--- src/design/sms_io_pkg.sv ---
package sms_io_pkg;

  // ==================================================
  // Widths
  // ==================================================
  localparam int DATA_W      = 8;
  localparam int CPU_ADDR_W  = 16;
  localparam int APB_ADDR_W  = CPU_ADDR_W + 1;  // Top bit selects I/O space
  localparam int BANK_W      = 8;
  localparam int PAGE_W      = 14;               // 16K pages
  localparam int PAGE_SEL_W  = CPU_ADDR_W - PAGE_W;
  localparam int ROM_ADDR_W  = BANK_W + PAGE_W;
  localparam int VRAM_ADDR_W = 14;
  localparam int MODE_W      = 3;
  localparam int BUTTON_W    = 6;
  localparam int NUM_SLOTS   = 3;

  // ==================================================
  // I/O port codes on address bits 7:6
  // ==================================================
  localparam logic [1:0] PORT_MEM_CTRL = 2'd0;
  localparam logic [1:0] PORT_PSG_VCNT = 2'd1;
  localparam logic [1:0] PORT_VDP_DATA = 2'd2;  // Even address
  localparam logic [1:0] PORT_VDP_CTRL = 2'd2;  // Odd address
  localparam logic [1:0] PORT_JOY      = 2'd3;

  localparam logic [DATA_W-1:0]     MEM_CTRL_RESET   = 8'hF7;
  localparam int                    BIOS_DISABLE_BIT = 3;
  localparam logic [CPU_ADDR_W-1:0] SLOT_REG_BASE    = 16'hFFFD;  // Slot 0, then 1 and 2

  // Second VDP control byte, code in the top two bits
  localparam logic [1:0] CODE_REG_WRITE = 2'd2;
  localparam logic [1:0] CODE_CRAM      = 2'd3;

  typedef struct packed {
    logic [1:0] code;
    logic [5:0] addr_hi;  // VRAM address bits 13:8
  } vdp_addr_view_t;

  typedef struct packed {
    logic [1:0] code;
    logic [1:0] unused;
    logic [3:0] reg_idx;
  } vdp_reg_view_t;

  typedef union packed {
    vdp_addr_view_t addr;
    vdp_reg_view_t  regw;
  } vdp_ctrl_byte_u;

endpackage

--- src/design/io_strobe_if.sv ---
interface io_strobe_if;
  import sms_io_pkg::*;

  logic                 vdp_data_wr;
  logic                 vdp_data_rd;
  logic                 vdp_ctrl_wr;
  logic                 vdp_ctrl_rd;
  logic [NUM_SLOTS-1:0] slot_wr;  // One bit per mapper slot
  logic [DATA_W-1:0]    wdata;

  // Decoder side
  modport source (
    output vdp_data_wr, vdp_data_rd, vdp_ctrl_wr, vdp_ctrl_rd, slot_wr, wdata
  );

  modport vdp_sink (
    input vdp_data_wr, vdp_data_rd, vdp_ctrl_wr, vdp_ctrl_rd, wdata
  );

  modport slot_sink (
    input slot_wr, wdata
  );

endinterface

--- src/design/apb_io_decoder.sv ---
module apb_io_decoder (
  input  logic                              cpuClock,
  input  logic                              n_hard_reset,
  input  logic                              i_psel,
  input  logic                              i_penable,
  input  logic                              i_pwrite,
  input  logic [sms_io_pkg::APB_ADDR_W-1:0] i_paddr,
  input  logic [sms_io_pkg::DATA_W-1:0]     i_pwdata,
  output logic [sms_io_pkg::DATA_W-1:0]     o_prdata,
  output logic                              o_pready,
  input  logic [sms_io_pkg::BUTTON_W-1:0]   i_buttons,
  input  logic [sms_io_pkg::DATA_W-1:0]     i_status,
  input  logic [sms_io_pkg::DATA_W-1:0]     i_vdp_rd_data,
  output logic                              o_bios_enable,
  io_strobe_if.source                       strobe
);
  import sms_io_pkg::*;

  logic                 access;
  logic                 io_space;
  logic [1:0]           port;
  logic                 odd_port;
  logic                 io_wr, io_rd, mem_wr;
  logic                 vdp_data_sel, vdp_ctrl_sel, joy_sel, mem_ctrl_sel;
  logic [NUM_SLOTS-1:0] slot_wr;
  logic [DATA_W-1:0]    mem_ctrl;
  logic [DATA_W-1:0]    joy_data;

  assign access   = i_psel && i_penable;  // No wait states
  assign o_pready = access;
  assign io_space = i_paddr[APB_ADDR_W-1];
  assign port     = i_paddr[7:6];
  assign odd_port = i_paddr[0];

  assign io_wr  = access && io_space && i_pwrite;
  assign io_rd  = access && io_space && !i_pwrite;
  assign mem_wr = access && !io_space && i_pwrite;

  // ==================================================
  // Port decode
  // ==================================================
  assign vdp_data_sel = (port == PORT_VDP_DATA) && !odd_port;
  assign vdp_ctrl_sel = (port == PORT_VDP_CTRL) && odd_port;
  assign mem_ctrl_sel = (port == PORT_MEM_CTRL) && !odd_port;
  assign joy_sel      = (port == PORT_JOY);  // Both pads read the same buttons

  assign strobe.vdp_data_wr = io_wr && vdp_data_sel;
  assign strobe.vdp_data_rd = io_rd && vdp_data_sel;
  assign strobe.vdp_ctrl_wr = io_wr && vdp_ctrl_sel;
  assign strobe.vdp_ctrl_rd = io_rd && vdp_ctrl_sel;
  assign strobe.wdata       = i_pwdata;

  // Bank registers live at the top of memory space
  always_comb begin
    for (int i = 0; i < NUM_SLOTS; i++) begin
      slot_wr[i] = mem_wr && (i_paddr[CPU_ADDR_W-1:0] == SLOT_REG_BASE + CPU_ADDR_W'(i));
    end
  end
  assign strobe.slot_wr = slot_wr;

  always_ff @(posedge cpuClock) begin
    if (!n_hard_reset) begin
      mem_ctrl <= MEM_CTRL_RESET;
    end else if (io_wr && mem_ctrl_sel) begin
      mem_ctrl <= i_pwdata;
    end
  end

  assign o_bios_enable = !mem_ctrl[BIOS_DISABLE_BIT];  // Low bit keeps BIOS mapped

  // ==================================================
  // Read mux
  // ==================================================
  assign joy_data = {2'b11, ~i_buttons};  // Pads are active low

  always_comb begin
    o_prdata = 8'hFF;  // PSG, counters and unmapped ports
    if (io_space) begin
      if (vdp_data_sel) o_prdata = i_vdp_rd_data;
      else if (vdp_ctrl_sel) o_prdata = i_status;
      else if (joy_sel) o_prdata = joy_data;
    end
  end

endmodule

--- src/design/mapper_slot.sv ---
module mapper_slot #(
  parameter int SLOT_INDEX = 0
) (
  input  logic                              cpuClock,
  input  logic                              n_hard_reset,
  input  logic [sms_io_pkg::CPU_ADDR_W-1:0] i_cpu_addr,
  io_strobe_if.slot_sink                    strobe,
  output logic                              o_hit,
  output logic [sms_io_pkg::ROM_ADDR_W-1:0] o_rom_addr
);
  import sms_io_pkg::*;

  logic [BANK_W-1:0] bank;

  // Power-up mapping is bank n in page n
  always_ff @(posedge cpuClock) begin
    if (!n_hard_reset) begin
      bank <= BANK_W'(SLOT_INDEX);
    end else if (strobe.slot_wr[SLOT_INDEX]) begin
      bank <= strobe.wdata;
    end
  end

  assign o_hit      = i_cpu_addr[CPU_ADDR_W-1:PAGE_W] == PAGE_SEL_W'(SLOT_INDEX);
  assign o_rom_addr = {bank, i_cpu_addr[PAGE_W-1:0]};  // Bank above the page offset

endmodule

--- src/design/rom_addr_select.sv ---
module rom_addr_select (
  input  logic [sms_io_pkg::CPU_ADDR_W-1:0] i_cpu_addr,
  input  logic [sms_io_pkg::NUM_SLOTS-1:0]  i_hit,
  input  logic [sms_io_pkg::ROM_ADDR_W-1:0] i_slot_addr [sms_io_pkg::NUM_SLOTS],
  input  logic                              i_bios_enable,
  output logic [sms_io_pkg::ROM_ADDR_W-1:0] o_rom_addr,
  output logic                              o_bios_sel,
  output logic                              o_ram_sel
);
  import sms_io_pkg::*;

  // Page 3 is work RAM and no slot claims it
  assign o_ram_sel  = &i_cpu_addr[CPU_ADDR_W-1:PAGE_W];
  assign o_bios_sel = !o_ram_sel && i_bios_enable;

  always_comb begin
    o_rom_addr = {{(ROM_ADDR_W-CPU_ADDR_W){1'b0}}, i_cpu_addr};  // Untranslated in RAM page
    for (int s = 0; s < NUM_SLOTS; s++) begin
      if (i_hit[s]) begin
        o_rom_addr = i_slot_addr[s];
      end
    end
  end

endmodule

--- src/design/sms_io_top.sv ---
module sms_io_top #(
  parameter int NUM_VDP_REGS = 11
) (
  input  logic                               cpuClock,
  input  logic                               n_hard_reset,
  // APB requester side
  input  logic                               i_psel,
  input  logic                               i_penable,
  input  logic                               i_pwrite,
  input  logic [sms_io_pkg::APB_ADDR_W-1:0]  i_paddr,
  input  logic [sms_io_pkg::DATA_W-1:0]      i_pwdata,
  output logic [sms_io_pkg::DATA_W-1:0]      o_prdata,
  output logic                               o_pready,
  input  logic [sms_io_pkg::BUTTON_W-1:0]    i_buttons,
  input  logic                               i_frame_int,
  input  logic                               i_sprite_collision,
  input  logic [sms_io_pkg::CPU_ADDR_W-1:0]  i_cpu_addr,
  output logic [sms_io_pkg::ROM_ADDR_W-1:0]  o_rom_addr,
  output logic                               o_bios_sel,
  output logic                               o_ram_sel,
  output logic [sms_io_pkg::VRAM_ADDR_W-1:0] o_vram_addr,
  output logic                               o_cram_sel,
  output logic [sms_io_pkg::MODE_W-1:0]      o_mode,
  output logic [sms_io_pkg::VRAM_ADDR_W-1:0] o_name_table_addr,
  output logic [sms_io_pkg::VRAM_ADDR_W-1:0] o_sprite_attr_addr,
  output logic                               o_video_on,
  output logic [sms_io_pkg::DATA_W-1:0]      o_x_scroll,
  output logic [sms_io_pkg::DATA_W-1:0]      o_y_scroll
);
  import sms_io_pkg::*;

  logic [DATA_W-1:0]     status;
  logic [DATA_W-1:0]     vdp_rd_data;
  logic                  bios_enable;
  logic [NUM_SLOTS-1:0]  slot_hit;
  logic [ROM_ADDR_W-1:0] slot_addr [NUM_SLOTS];

  io_strobe_if strobe_bus ();

  apb_io_decoder u_decoder (
    .cpuClock      (cpuClock),
    .n_hard_reset  (n_hard_reset),
    .i_psel        (i_psel),
    .i_penable     (i_penable),
    .i_pwrite      (i_pwrite),
    .i_paddr       (i_paddr),
    .i_pwdata      (i_pwdata),
    .o_prdata      (o_prdata),
    .o_pready      (o_pready),
    .i_buttons     (i_buttons),
    .i_status      (status),
    .i_vdp_rd_data (vdp_rd_data),
    .o_bios_enable (bios_enable),
    .strobe        (strobe_bus)
  );

  // One mapper slot per ROM page
  for (genvar g = 0; g < NUM_SLOTS; g++) begin : g_slot
    mapper_slot #(.SLOT_INDEX(g)) u_slot (
      .cpuClock     (cpuClock),
      .n_hard_reset (n_hard_reset),
      .i_cpu_addr   (i_cpu_addr),
      .strobe       (strobe_bus),
      .o_hit        (slot_hit[g]),
      .o_rom_addr   (slot_addr[g])
    );
  end

  rom_addr_select u_rom_sel (
    .i_cpu_addr    (i_cpu_addr),
    .i_hit         (slot_hit),
    .i_slot_addr   (slot_addr),
    .i_bios_enable (bios_enable),
    .o_rom_addr    (o_rom_addr),
    .o_bios_sel    (o_bios_sel),
    .o_ram_sel     (o_ram_sel)
  );

  vdp_ctrl_port #(.NUM_VDP_REGS(NUM_VDP_REGS)) u_vdp (
    .cpuClock           (cpuClock),
    .n_hard_reset       (n_hard_reset),
    .strobe             (strobe_bus),
    .i_frame_int        (i_frame_int),
    .i_sprite_collision (i_sprite_collision),
    .o_status           (status),
    .o_rd_data          (vdp_rd_data),
    .o_vram_addr        (o_vram_addr),
    .o_cram_sel         (o_cram_sel),
    .o_mode             (o_mode),
    .o_name_table_addr  (o_name_table_addr),
    .o_sprite_attr_addr (o_sprite_attr_addr),
    .o_video_on         (o_video_on),
    .o_x_scroll         (o_x_scroll),
    .o_y_scroll         (o_y_scroll)
  );

endmodule

--- src/design/vdp_ctrl_port.sv ---
module vdp_ctrl_port #(
  parameter int NUM_VDP_REGS = 11
) (
  input  logic                               cpuClock,
  input  logic                               n_hard_reset,
  io_strobe_if.vdp_sink                      strobe,
  input  logic                               i_frame_int,
  input  logic                               i_sprite_collision,
  output logic [sms_io_pkg::DATA_W-1:0]      o_status,
  output logic [sms_io_pkg::DATA_W-1:0]      o_rd_data,
  output logic [sms_io_pkg::VRAM_ADDR_W-1:0] o_vram_addr,
  output logic                               o_cram_sel,
  output logic [sms_io_pkg::MODE_W-1:0]      o_mode,
  output logic [sms_io_pkg::VRAM_ADDR_W-1:0] o_name_table_addr,
  output logic [sms_io_pkg::VRAM_ADDR_W-1:0] o_sprite_attr_addr,
  output logic                               o_video_on,
  output logic [sms_io_pkg::DATA_W-1:0]      o_x_scroll,
  output logic [sms_io_pkg::DATA_W-1:0]      o_y_scroll
);
  import sms_io_pkg::*;

  logic [DATA_W-1:0]      vdp_regs [NUM_VDP_REGS];
  logic [DATA_W-1:0]      first_byte;
  logic                   second_byte;
  logic [VRAM_ADDR_W-1:0] vram_addr;
  logic                   cram_sel;
  logic                   frame_flag;
  logic                   coll_flag;
  vdp_ctrl_byte_u         ctrl_byte;
  logic                   reg_idx_ok;
  logic                   cram_load;

  // ==================================================
  // Control port byte pairing
  // ==================================================
  assign ctrl_byte  = vdp_ctrl_byte_u'(strobe.wdata);
  assign reg_idx_ok = ctrl_byte.regw.reg_idx < NUM_VDP_REGS;
  // Bad register index falls back to a CRAM address load
  assign cram_load  = (ctrl_byte.addr.code == CODE_CRAM) ||
                      (ctrl_byte.regw.code == CODE_REG_WRITE && !reg_idx_ok);

  always_ff @(posedge cpuClock) begin
    if (strobe.vdp_ctrl_wr && !second_byte) begin
      first_byte <= strobe.wdata;
    end
  end

  always_ff @(posedge cpuClock) begin
    if (!n_hard_reset) begin
      second_byte <= 1'b0;
      vram_addr   <= '0;
      cram_sel    <= 1'b0;
      for (int r = 0; r < NUM_VDP_REGS; r++) begin
        vdp_regs[r] <= '0;
      end
    end else begin
      if (strobe.vdp_data_wr || strobe.vdp_data_rd) begin
        vram_addr   <= vram_addr + 1'b1;  // Auto-increment
        second_byte <= 1'b0;
      end
      if (strobe.vdp_ctrl_rd) second_byte <= 1'b0;

      if (strobe.vdp_ctrl_wr) begin
        second_byte <= !second_byte;
        if (second_byte) begin
          if (ctrl_byte.addr.code < CODE_REG_WRITE) begin  // VRAM read or write setup
            vram_addr <= {ctrl_byte.addr.addr_hi, first_byte};
            cram_sel  <= 1'b0;
          end else if (cram_load) begin
            vram_addr <= {{(VRAM_ADDR_W-6){1'b0}}, first_byte[5:0]};
            cram_sel  <= 1'b1;
          end else begin
            vdp_regs[ctrl_byte.regw.reg_idx] <= first_byte;
          end
        end
      end
    end
  end

  // ==================================================
  // Status flags, cleared by a status read
  // ==================================================
  always_ff @(posedge cpuClock) begin
    if (!n_hard_reset) begin
      frame_flag <= 1'b0;
      coll_flag  <= 1'b0;
    end else begin
      if (i_frame_int) frame_flag <= 1'b1;
      else if (strobe.vdp_ctrl_rd) frame_flag <= 1'b0;

      if (i_sprite_collision) coll_flag <= 1'b1;
      else if (strobe.vdp_ctrl_rd) coll_flag <= 1'b0;
    end
  end

  assign o_status  = {frame_flag, 1'b0, coll_flag, 5'b11111};
  assign o_rd_data = '0;  // No VRAM behind the data port

  assign o_vram_addr = vram_addr;
  assign o_cram_sel  = cram_sel;

  // Decoded register fields
  assign o_mode = vdp_regs[0][2] ? 3'd4 :
                  vdp_regs[1][3] ? 3'd3 :
                  vdp_regs[0][1] ? 3'd2 :
                  vdp_regs[1][4] ? 3'd1 : 3'd0;

  assign o_name_table_addr  = {vdp_regs[2][3:1], 11'b0};
  assign o_sprite_attr_addr = {vdp_regs[5][6:1], 8'b0};
  assign o_video_on         = vdp_regs[1][6];
  assign o_x_scroll         = vdp_regs[8];
  assign o_y_scroll         = vdp_regs[9];

endmodule

--- config.mk ---
export PLATFORM = sky130hd
export DESIGN_NAME = sms_io_top
export DESIGN_NICKNAME = d
export VERILOG_FILES = /design/src/design/sms_io_pkg.sv /design/src/design/io_strobe_if.sv /design/src/design/apb_io_decoder.sv /design/src/design/mapper_slot.sv /design/src/design/rom_addr_select.sv /design/src/design/sms_io_top.sv /design/src/design/vdp_ctrl_port.sv
export SDC_FILE = /design/constraint.sdc
export NUM_CORES = 1
export LEC_CHECK = 0
export ABC_AREA = 1
export BUFFER_PORTS_ARGS = -buffer_cell sky130_fd_sc_hd__buf_2
export CAP_MARGIN = 20
export CORE_ASPECT_RATIO = 2
export CORE_UTILIZATION = 45
export DETAILED_ROUTE_END_ITERATION = 12
export PLACE_DENSITY = 0.71
export SLEW_MARGIN = 25
export SYNTH_ARGS = -nofsm -noshare
export SYNTH_HDL_FRONTEND = slang
export SYNTH_HIERARCHICAL = 1
export SYNTH_SLANG_ARGS = --single-unit
--- constraint.sdc ---
create_clock -name cpuClock -period 4.69 [get_ports cpuClock]
set_input_delay 1.1725 -clock cpuClock [delete_from_list [all_inputs] [get_ports cpuClock]]
set_output_delay 1.1725 -clock cpuClock [all_outputs]
set_load 0.05 [all_outputs]
==> results of run 1 <==
## worst max path at each step
stage                           endpoint  cells after the start  slack [ns]
after floorplan           o_rom_addr[16]                      4        1.02
after CTS                  o_rom_addr[5]                      8        0.88
final                      o_rom_addr[5]                      8        0.88
after global routing      o_rom_addr[11]                      8        0.72
after global placement    o_rom_addr[16]                      8        0.92
after detailed placement   o_rom_addr[5]                      8        0.89
## logic make-up after synthesis
| kind of cell | Yosys count | synth area share [%] |
|---|---|---|
| buffers and inverters | 204 | 22.5 |
| adder cells (fa/ha/maj) | 1 | 0.238 |
| AND/OR/NAND/NOR | 402 | 32.1 |
| XOR/XNOR | 6 | 0.998 |
| flip-flops | 81 | 38.0 |
| other | 2 | 0.143 |
| AO/OA/AOI/OAI | 60 | 6.08 |
## worst register-to-register path: stages (launching register included)
cell	delay [ns]
dfxtp_1	0.36
nand2_1	0.13
nor2_4	0.17
nand2_4	0.09
nor3_4	0.21
nand2_4	0.12
nand2_1	0.28
## layout by cell type (no fill, tap or decap), types with 6 or more instances in the layout
cell and instances:
a21oi_1 46, buf_2 130, clkbuf_16 9, conb_1 33, dfxtp_1 43, edfxtp_1 38, inv_1 84, inv_2 8
nand2_1 220, nand2_2 8, nand3_1 56, nor2_1 99, nor2_2 6, o21ai_0 6
## sequential cells by signal, indices dropped and copies added (netlist names)
name	count
u_vdp/vdp_regs	30
g_slot.u_slot/bank	24
u_vdp/o_vram_addr	14
u_vdp/first_byte	8
u_decoder/mem_ctrl	1
u_vdp/coll_flag	1
u_vdp/frame_flag	1
u_vdp/o_cram_sel	1
u_vdp/second_byte	1
## metal layers
layer / share of wire (%) / wire length [µm]
met1: 38 / 4320
met2: 54 / 6090
met3: 4.8 / 539
met4: 3.4 / 389
met5: 0 / 0
## where the power goes
group	switching [mW]	internal, mW	total, mW	leakage [nW]
Clock	0.320	0.380	0.700	0.150
Sequential	0.00376	0.749	0.753	0.723
Combinational	0.259	0.0717	0.330	2.01
Total	0.583	1.20	1.78	2.89
## cell type report
type                    instances  area, µm²
flip-flops and latches         81       2000
inverters                      92        345
clock buffers                   9        225
repair buffers                135        688
fillers                      1184       5630
clock inverters                 7       81.3
multi-input cells             502       2200
well taps                     142        178
## stage by stage
stage / worst slack (ns) / utilization, %
after floorplan: 1.02 / -
after global placement: 0.920 / 47.7
after detailed placement: 0.890 / 47.7
after CTS: 0.885 / 50.4
after global routing: 0.722 / 50.4
final: 0.883 / 50.4
==> run metrics, run 1 <==
status finished, final reports clean; top cells by area, synth edfxtp_1 (22%), dfxtp_1 (16%), nand2_1 (16%); cell mode on critical path nand2_1; hold buffer count at CTS 0; PortBufs between 100 and 150; GP Congestion ~0.8; critical-path cell list buf_2, nor2_1, buf_4, nand2_1, nand3_1, nand2_1, nand2_1, buf_2; unrepaired setup endpoints after global routing no; Rows 55; most frequent cell after synthesis nand2_1; Max Fclk about 0.26 GHz; flop-to-flop setup slack between 3 and 4 ns; YS warnings 6; CP max stage cell nor2_1; cts repair resizes 0; CP Max Fanout 14; Max clock buf depth 2; power after layout between 1.5 and 2 mW; Initial Util 46.4%; Placed Area 5420 µm²; Max-slew headroom 50.1%; Avg Cell Area, Syn roughly 7.0 µm²; GR Layer Usage met1 19.1%; vias ~4,500; Residual DRC 0; Min Clock Period, post-route approximately 3.8 ns; setup TNS 0 ns; first-pass GRT wire length about 18,000 µm; post-synth top area share roughly 22%; synthesis-to-finish area growth 8.67%; ant diodes 0; register area share after synthesis 38.0%; Reg clk slew, reported paths around 0.070 ns; die width 78.5 µm; clk_lat worst skew 0.34 ns; WL final around 11,000 µm; drt pass-1 iters 6; Top FF cell, synth dfxtp_1; TritonCTS Buffers 9; GR Layer Usage met3 3.17%; cell count after placement between 900 and 1,000; commonest cells in the netlist nand2_1 (220), nor2_1 (101), buf_4 (87); fin area approximately 5700 µm²; endpoints failing setup 0; vias per cell between 4 and 5; ratio of final minimum period to clock period 81.2%; clk root buf clkbuf_16; Tightest Pin Transition 0.747 ns; Routed Antenna Nets 0; crit path DAT ~2.6 ns; Setup Skew about 0.0084 ns; PwrDens between 300 and 400 nW/µm²; # clock sinks between 80 and 90; layout cell share with drive strength beyond 1 between 20 and 25%; Yosys reg bits between 80 and 90; critical path required time between 3 and 4 ns; Max-cap violations 0; Hold Startpoint g_slot[1].u_slot/bank[0]; H-tree lvl count 3; Syn Inst Count about 760; Post-Layout Cell Count approximately 970; worst-case reg-to-reg path depth 6; Final #Nets roughly 880; Hold EP g_slot[1].u_slot/bank[0]; dpl hpwl 8500 µm; Crit. Startpoint i_cpu_addr[15]; cell accounting for the most synthesized area edfxtp_1; antenna violations before repair 0; CTS tree done; I/O pin total 150; total die area ~12,000 µm²; postcts setup bufs 0; Worst path max stage delay about 0.50 ns; CP bufs+invs 3; Crit Reg-Reg Startpoint u_vdp/second_byte; DRT iter0 DRCs 199; Final Hold Slack between 0.4 and 0.5 ns; startpoint type of the worst setup path input port; Top Usage Layer GRT met2; Congestion Overflow GR 0; FF-to-FF End u_vdp/vdp_regs[8][4]; family with the most delay on the worst path simple AND/OR/NAND/NOR gates; Hold Path Stages 2; WL/cell between 10 and 15 µm; vias in the first global route slightly above 4,000; Synth Cell Area 5270 µm²; number of synthesized flops with an enable pin 38; global-route usage over all layers 19.1%; Cell variety after synth 32; Die Ht 155 µm; WS Path Type input port to output pin; largest net degree at the start of global routing 39; global routing met2 resource utilization between 30% and 40%; leak pwr slightly below 3 nW; Core Box Area 11,400 µm²; HP Class flop to flop; Final Hold Viols 0; fin. max-slew vios 0; asr flop ratio synth 0%; VDD IR-drop max 0.180 mV; Setup crit end kind output pin
Power figures use the tool's default switching activity.
==> run 2, diff against run 1 <==
- clock period: 4.69 -> 3.55 ns (I/O delays scaled with it)
==> run 2 against run 1 <==
Non-clock buffer count is 5 higher. Routed wire length grew 0.71%. Power up 34%. Critical path type unchanged. Global-route usage is 0.18 points higher. Worst setup slack lost 0.41 ns. Design area up 0.70%. Highest routed layer unchanged. Sequential cell count unchanged. Die area did not move. Combinational power grew 33%. Via count increased by 1.2%. First-iteration DRC count fell by 8.0%. Final cell count up 0.52%.
==> run metrics, run 2 (synthesized netlist as in run 1, its figures left out) <==
Top Usage Layer GRT met2 (unchanged); PortBufs 130 (unchanged); Max-slew headroom 56.6% (was 50.1%); critical path required time 2.66 ns (was 3.52 ns); clk_lat worst skew 0.34 ns (about the same); register area 2000 µm² (unchanged); vias in the first global route 4,190 (was 4,037); Reg clk slew, reported paths 0.06 ns (was 0.07 ns); H-tree lvl count 3 (unchanged); Largest Register u_vdp/vdp_regs (unchanged); clock group share of total power 39.9% (was 39.3%); Residual DRC 0 (unchanged); hold buffer count at CTS 0 (unchanged); TritonCTS Buffers 9 (unchanged); vias per cell 4.65 (was 4.61); worst-case reg-to-reg path depth 6 (unchanged); postcts setup bufs 0 (unchanged); GP Congestion 0.819 (was 0.793); DRT iter0 DRCs 183 (was 199); CP Max Fanout 28 (was 14); antenna violations before repair 0 (unchanged); layout cell share with drive strength beyond 1 22.3% (was 21.9%); Crit. Startpoint i_cpu_addr[15] (unchanged); fillers 1,192 (was 1,184); endpoints failing setup 0 (unchanged); P_int 1.65 mW (was 1.20 mW); global routing met2 resource utilization 37.3% (was 36.7%); WL final 11,400 µm (was 11,300 µm); HP Class flop to flop (unchanged); GR Layer Usage met3 2.87% (was 3.17%); ratio of final minimum period to clock period between 80 and 90%; ant diodes 0 (unchanged); Routed Antenna Nets 0 (unchanged); unrepaired setup endpoints after global routing no (unchanged); most common cell after layout, fill and taps aside nand2_1 (unchanged); status finished, final reports clean (unchanged); Rows 55 (unchanged); vias 4,520 (was 4,467); startpoint type of the worst setup path input port (unchanged); total die area 12,200 µm² (unchanged); setup TNS 0 ns (unchanged); WS Path Type input port to output pin (unchanged); Setup crit end kind output pin (unchanged); crit path DAT 2.19 ns (was 2.63 ns); Post-Layout Cell Count 973 (was 968); # clock sinks 81 (unchanged); PwrDens 414 nW/µm² (was 312 nW/µm²); first-pass GRT wire length 18,300 µm (was 18,100 µm); Initial Util 46.4% (unchanged); most frequent cells in the layout nand2_1 (220), buf_2 (130), nor2_1 (100) (was nand2_1 (220), buf_2 (130), nor2_1 (99)); Hold Startpoint g_slot[1].u_slot/bank[0] (unchanged); Core Box Area 11,400 µm² (unchanged); clk root buf clkbuf_16 (unchanged); max FFs per register 30 (unchanged); NetSw 0.738 mW (was 0.583 mW); VDD IR-drop max 0.241 mV (was 0.180 mV); synthesis-to-finish area growth 9.43% (was 8.67%); drt pass-1 iters 4 (was 6); Tightest Pin Transition 0.649 ns (was 0.747 ns); multi-input logic area 2200 µm² (about the same); Final Hold Viols 0 (unchanged); Min Clock Period, post-route roughly 3.1 ns; combinational fraction of design power 18.4% (was 18.5%); Max-cap violations 0 (unchanged); dpl hpwl 8630 µm (was 8500 µm); Die Ht 155 µm (unchanged); I/O pin total 150 (unchanged); die width 78.5 µm (unchanged); WL/cell 11.7 µm (about the same); switching part of the total 31.0% (was 32.7%); Max clock buf depth 2 (unchanged); cts repair resizes 0 (unchanged); Max Fclk 0.325 GHz; Congestion Overflow GR 0 (unchanged); largest net degree at the start of global routing 29 (was 39); Crit Reg-Reg Startpoint u_vdp/second_byte (unchanged); leak pwr 2.91 nW (was 2.89 nW); Final #Nets 881 (was 876); CTS tree done (unchanged); Hold Path Stages 2 (unchanged); Setup Skew 0.00712 ns (was 0.00842 ns); cell count after placement 957 (was 952); Flop pwr share 41.7% (was 42.2%); fin. max-slew vios 0 (unchanged); GR Layer Usage met1 19.6% (was 19.1%); global-route usage over all layers 19.3% (was 19.1%)
[run 2: changes by cell type in the layout (fill, tap and decap cells not counted)]
cell / change
inv_6: -1
clkinvlp_4: +1
nor2_1: +1
clkinv_8: -2
nor2_2: -1
clkinv_4: +1
bufinv_16: +1
buf_4: +5
[run 2: final timing paths]
kind | slack, ns | end
setup / recovery | 0.47 | o_rom_addr[13]
hold / removal | 0.46 | g_slot[1].u_slot/bank[0]
hold reg to reg | 0.46 | g_slot[1].u_slot/bank[0]
setup reg to reg | 1.92 | u_vdp/vdp_regs[8][6]
[run 2: routing by layer]
layer,vias up,routed length [µm]
met5,-,0
met3,27,479
met2,152,6240
li1,2360,-
met4,0,367
met1,1981,4340
[run 2: area by class of cell]
type                            count  area share [%]
Inverter                           92            5.99
Clock buffer                        9            3.91
Timing Repair Buffer              140            12.6
Clock inverter                      7            1.50
Tap cell                          142            3.08
Sequential cell                    81            34.7
Multi-Input combinational cell    502            38.2
[run 2: stage by stage]
step | power [mW] | hold WS [ns] | utilization (%) | instance area [µm²] | setup slack, ns
5_1_grt | 2.47 | 0.487 | 50.8 | 5760 | 0.292
3_5_place_dp | 1.45 | 0.451 | 48.0 | 5450 | 0.478
4_1_cts | 2.40 | 0.466 | 50.8 | 5760 | 0.484
2_1_floorplan | 1.42 | 0.428 | - | 5380 | 0.451
3_3_place_gp | 1.45 | 0.447 | 48.0 | 5450 | 0.502
6_report | 2.38 | 0.460 | 50.8 | 5760 | 0.471
[run 2: worst max-delay path, stage by stage]
cell and delay (ns):
buf_2 0.12, inv_1 0.05, nor2_2 0.36, buf_4 0.36, a21oi_1 0.07, nand2_1 0.09, nand2_1 0.05, buf_2 0.20
[run 2: power by group through the flow]
stage	logic (mW)	clock network (mW)	registers (mW)
6_report	0.438	0.951	0.994
3_5_place_dp	0.439	0	1.02
2_1_floorplan	0.362	0	1.06
3_3_place_gp	0.436	0	1.02
5_1_grt	0.474	1.00	0.996
4_1_cts	0.440	0.965	0.995
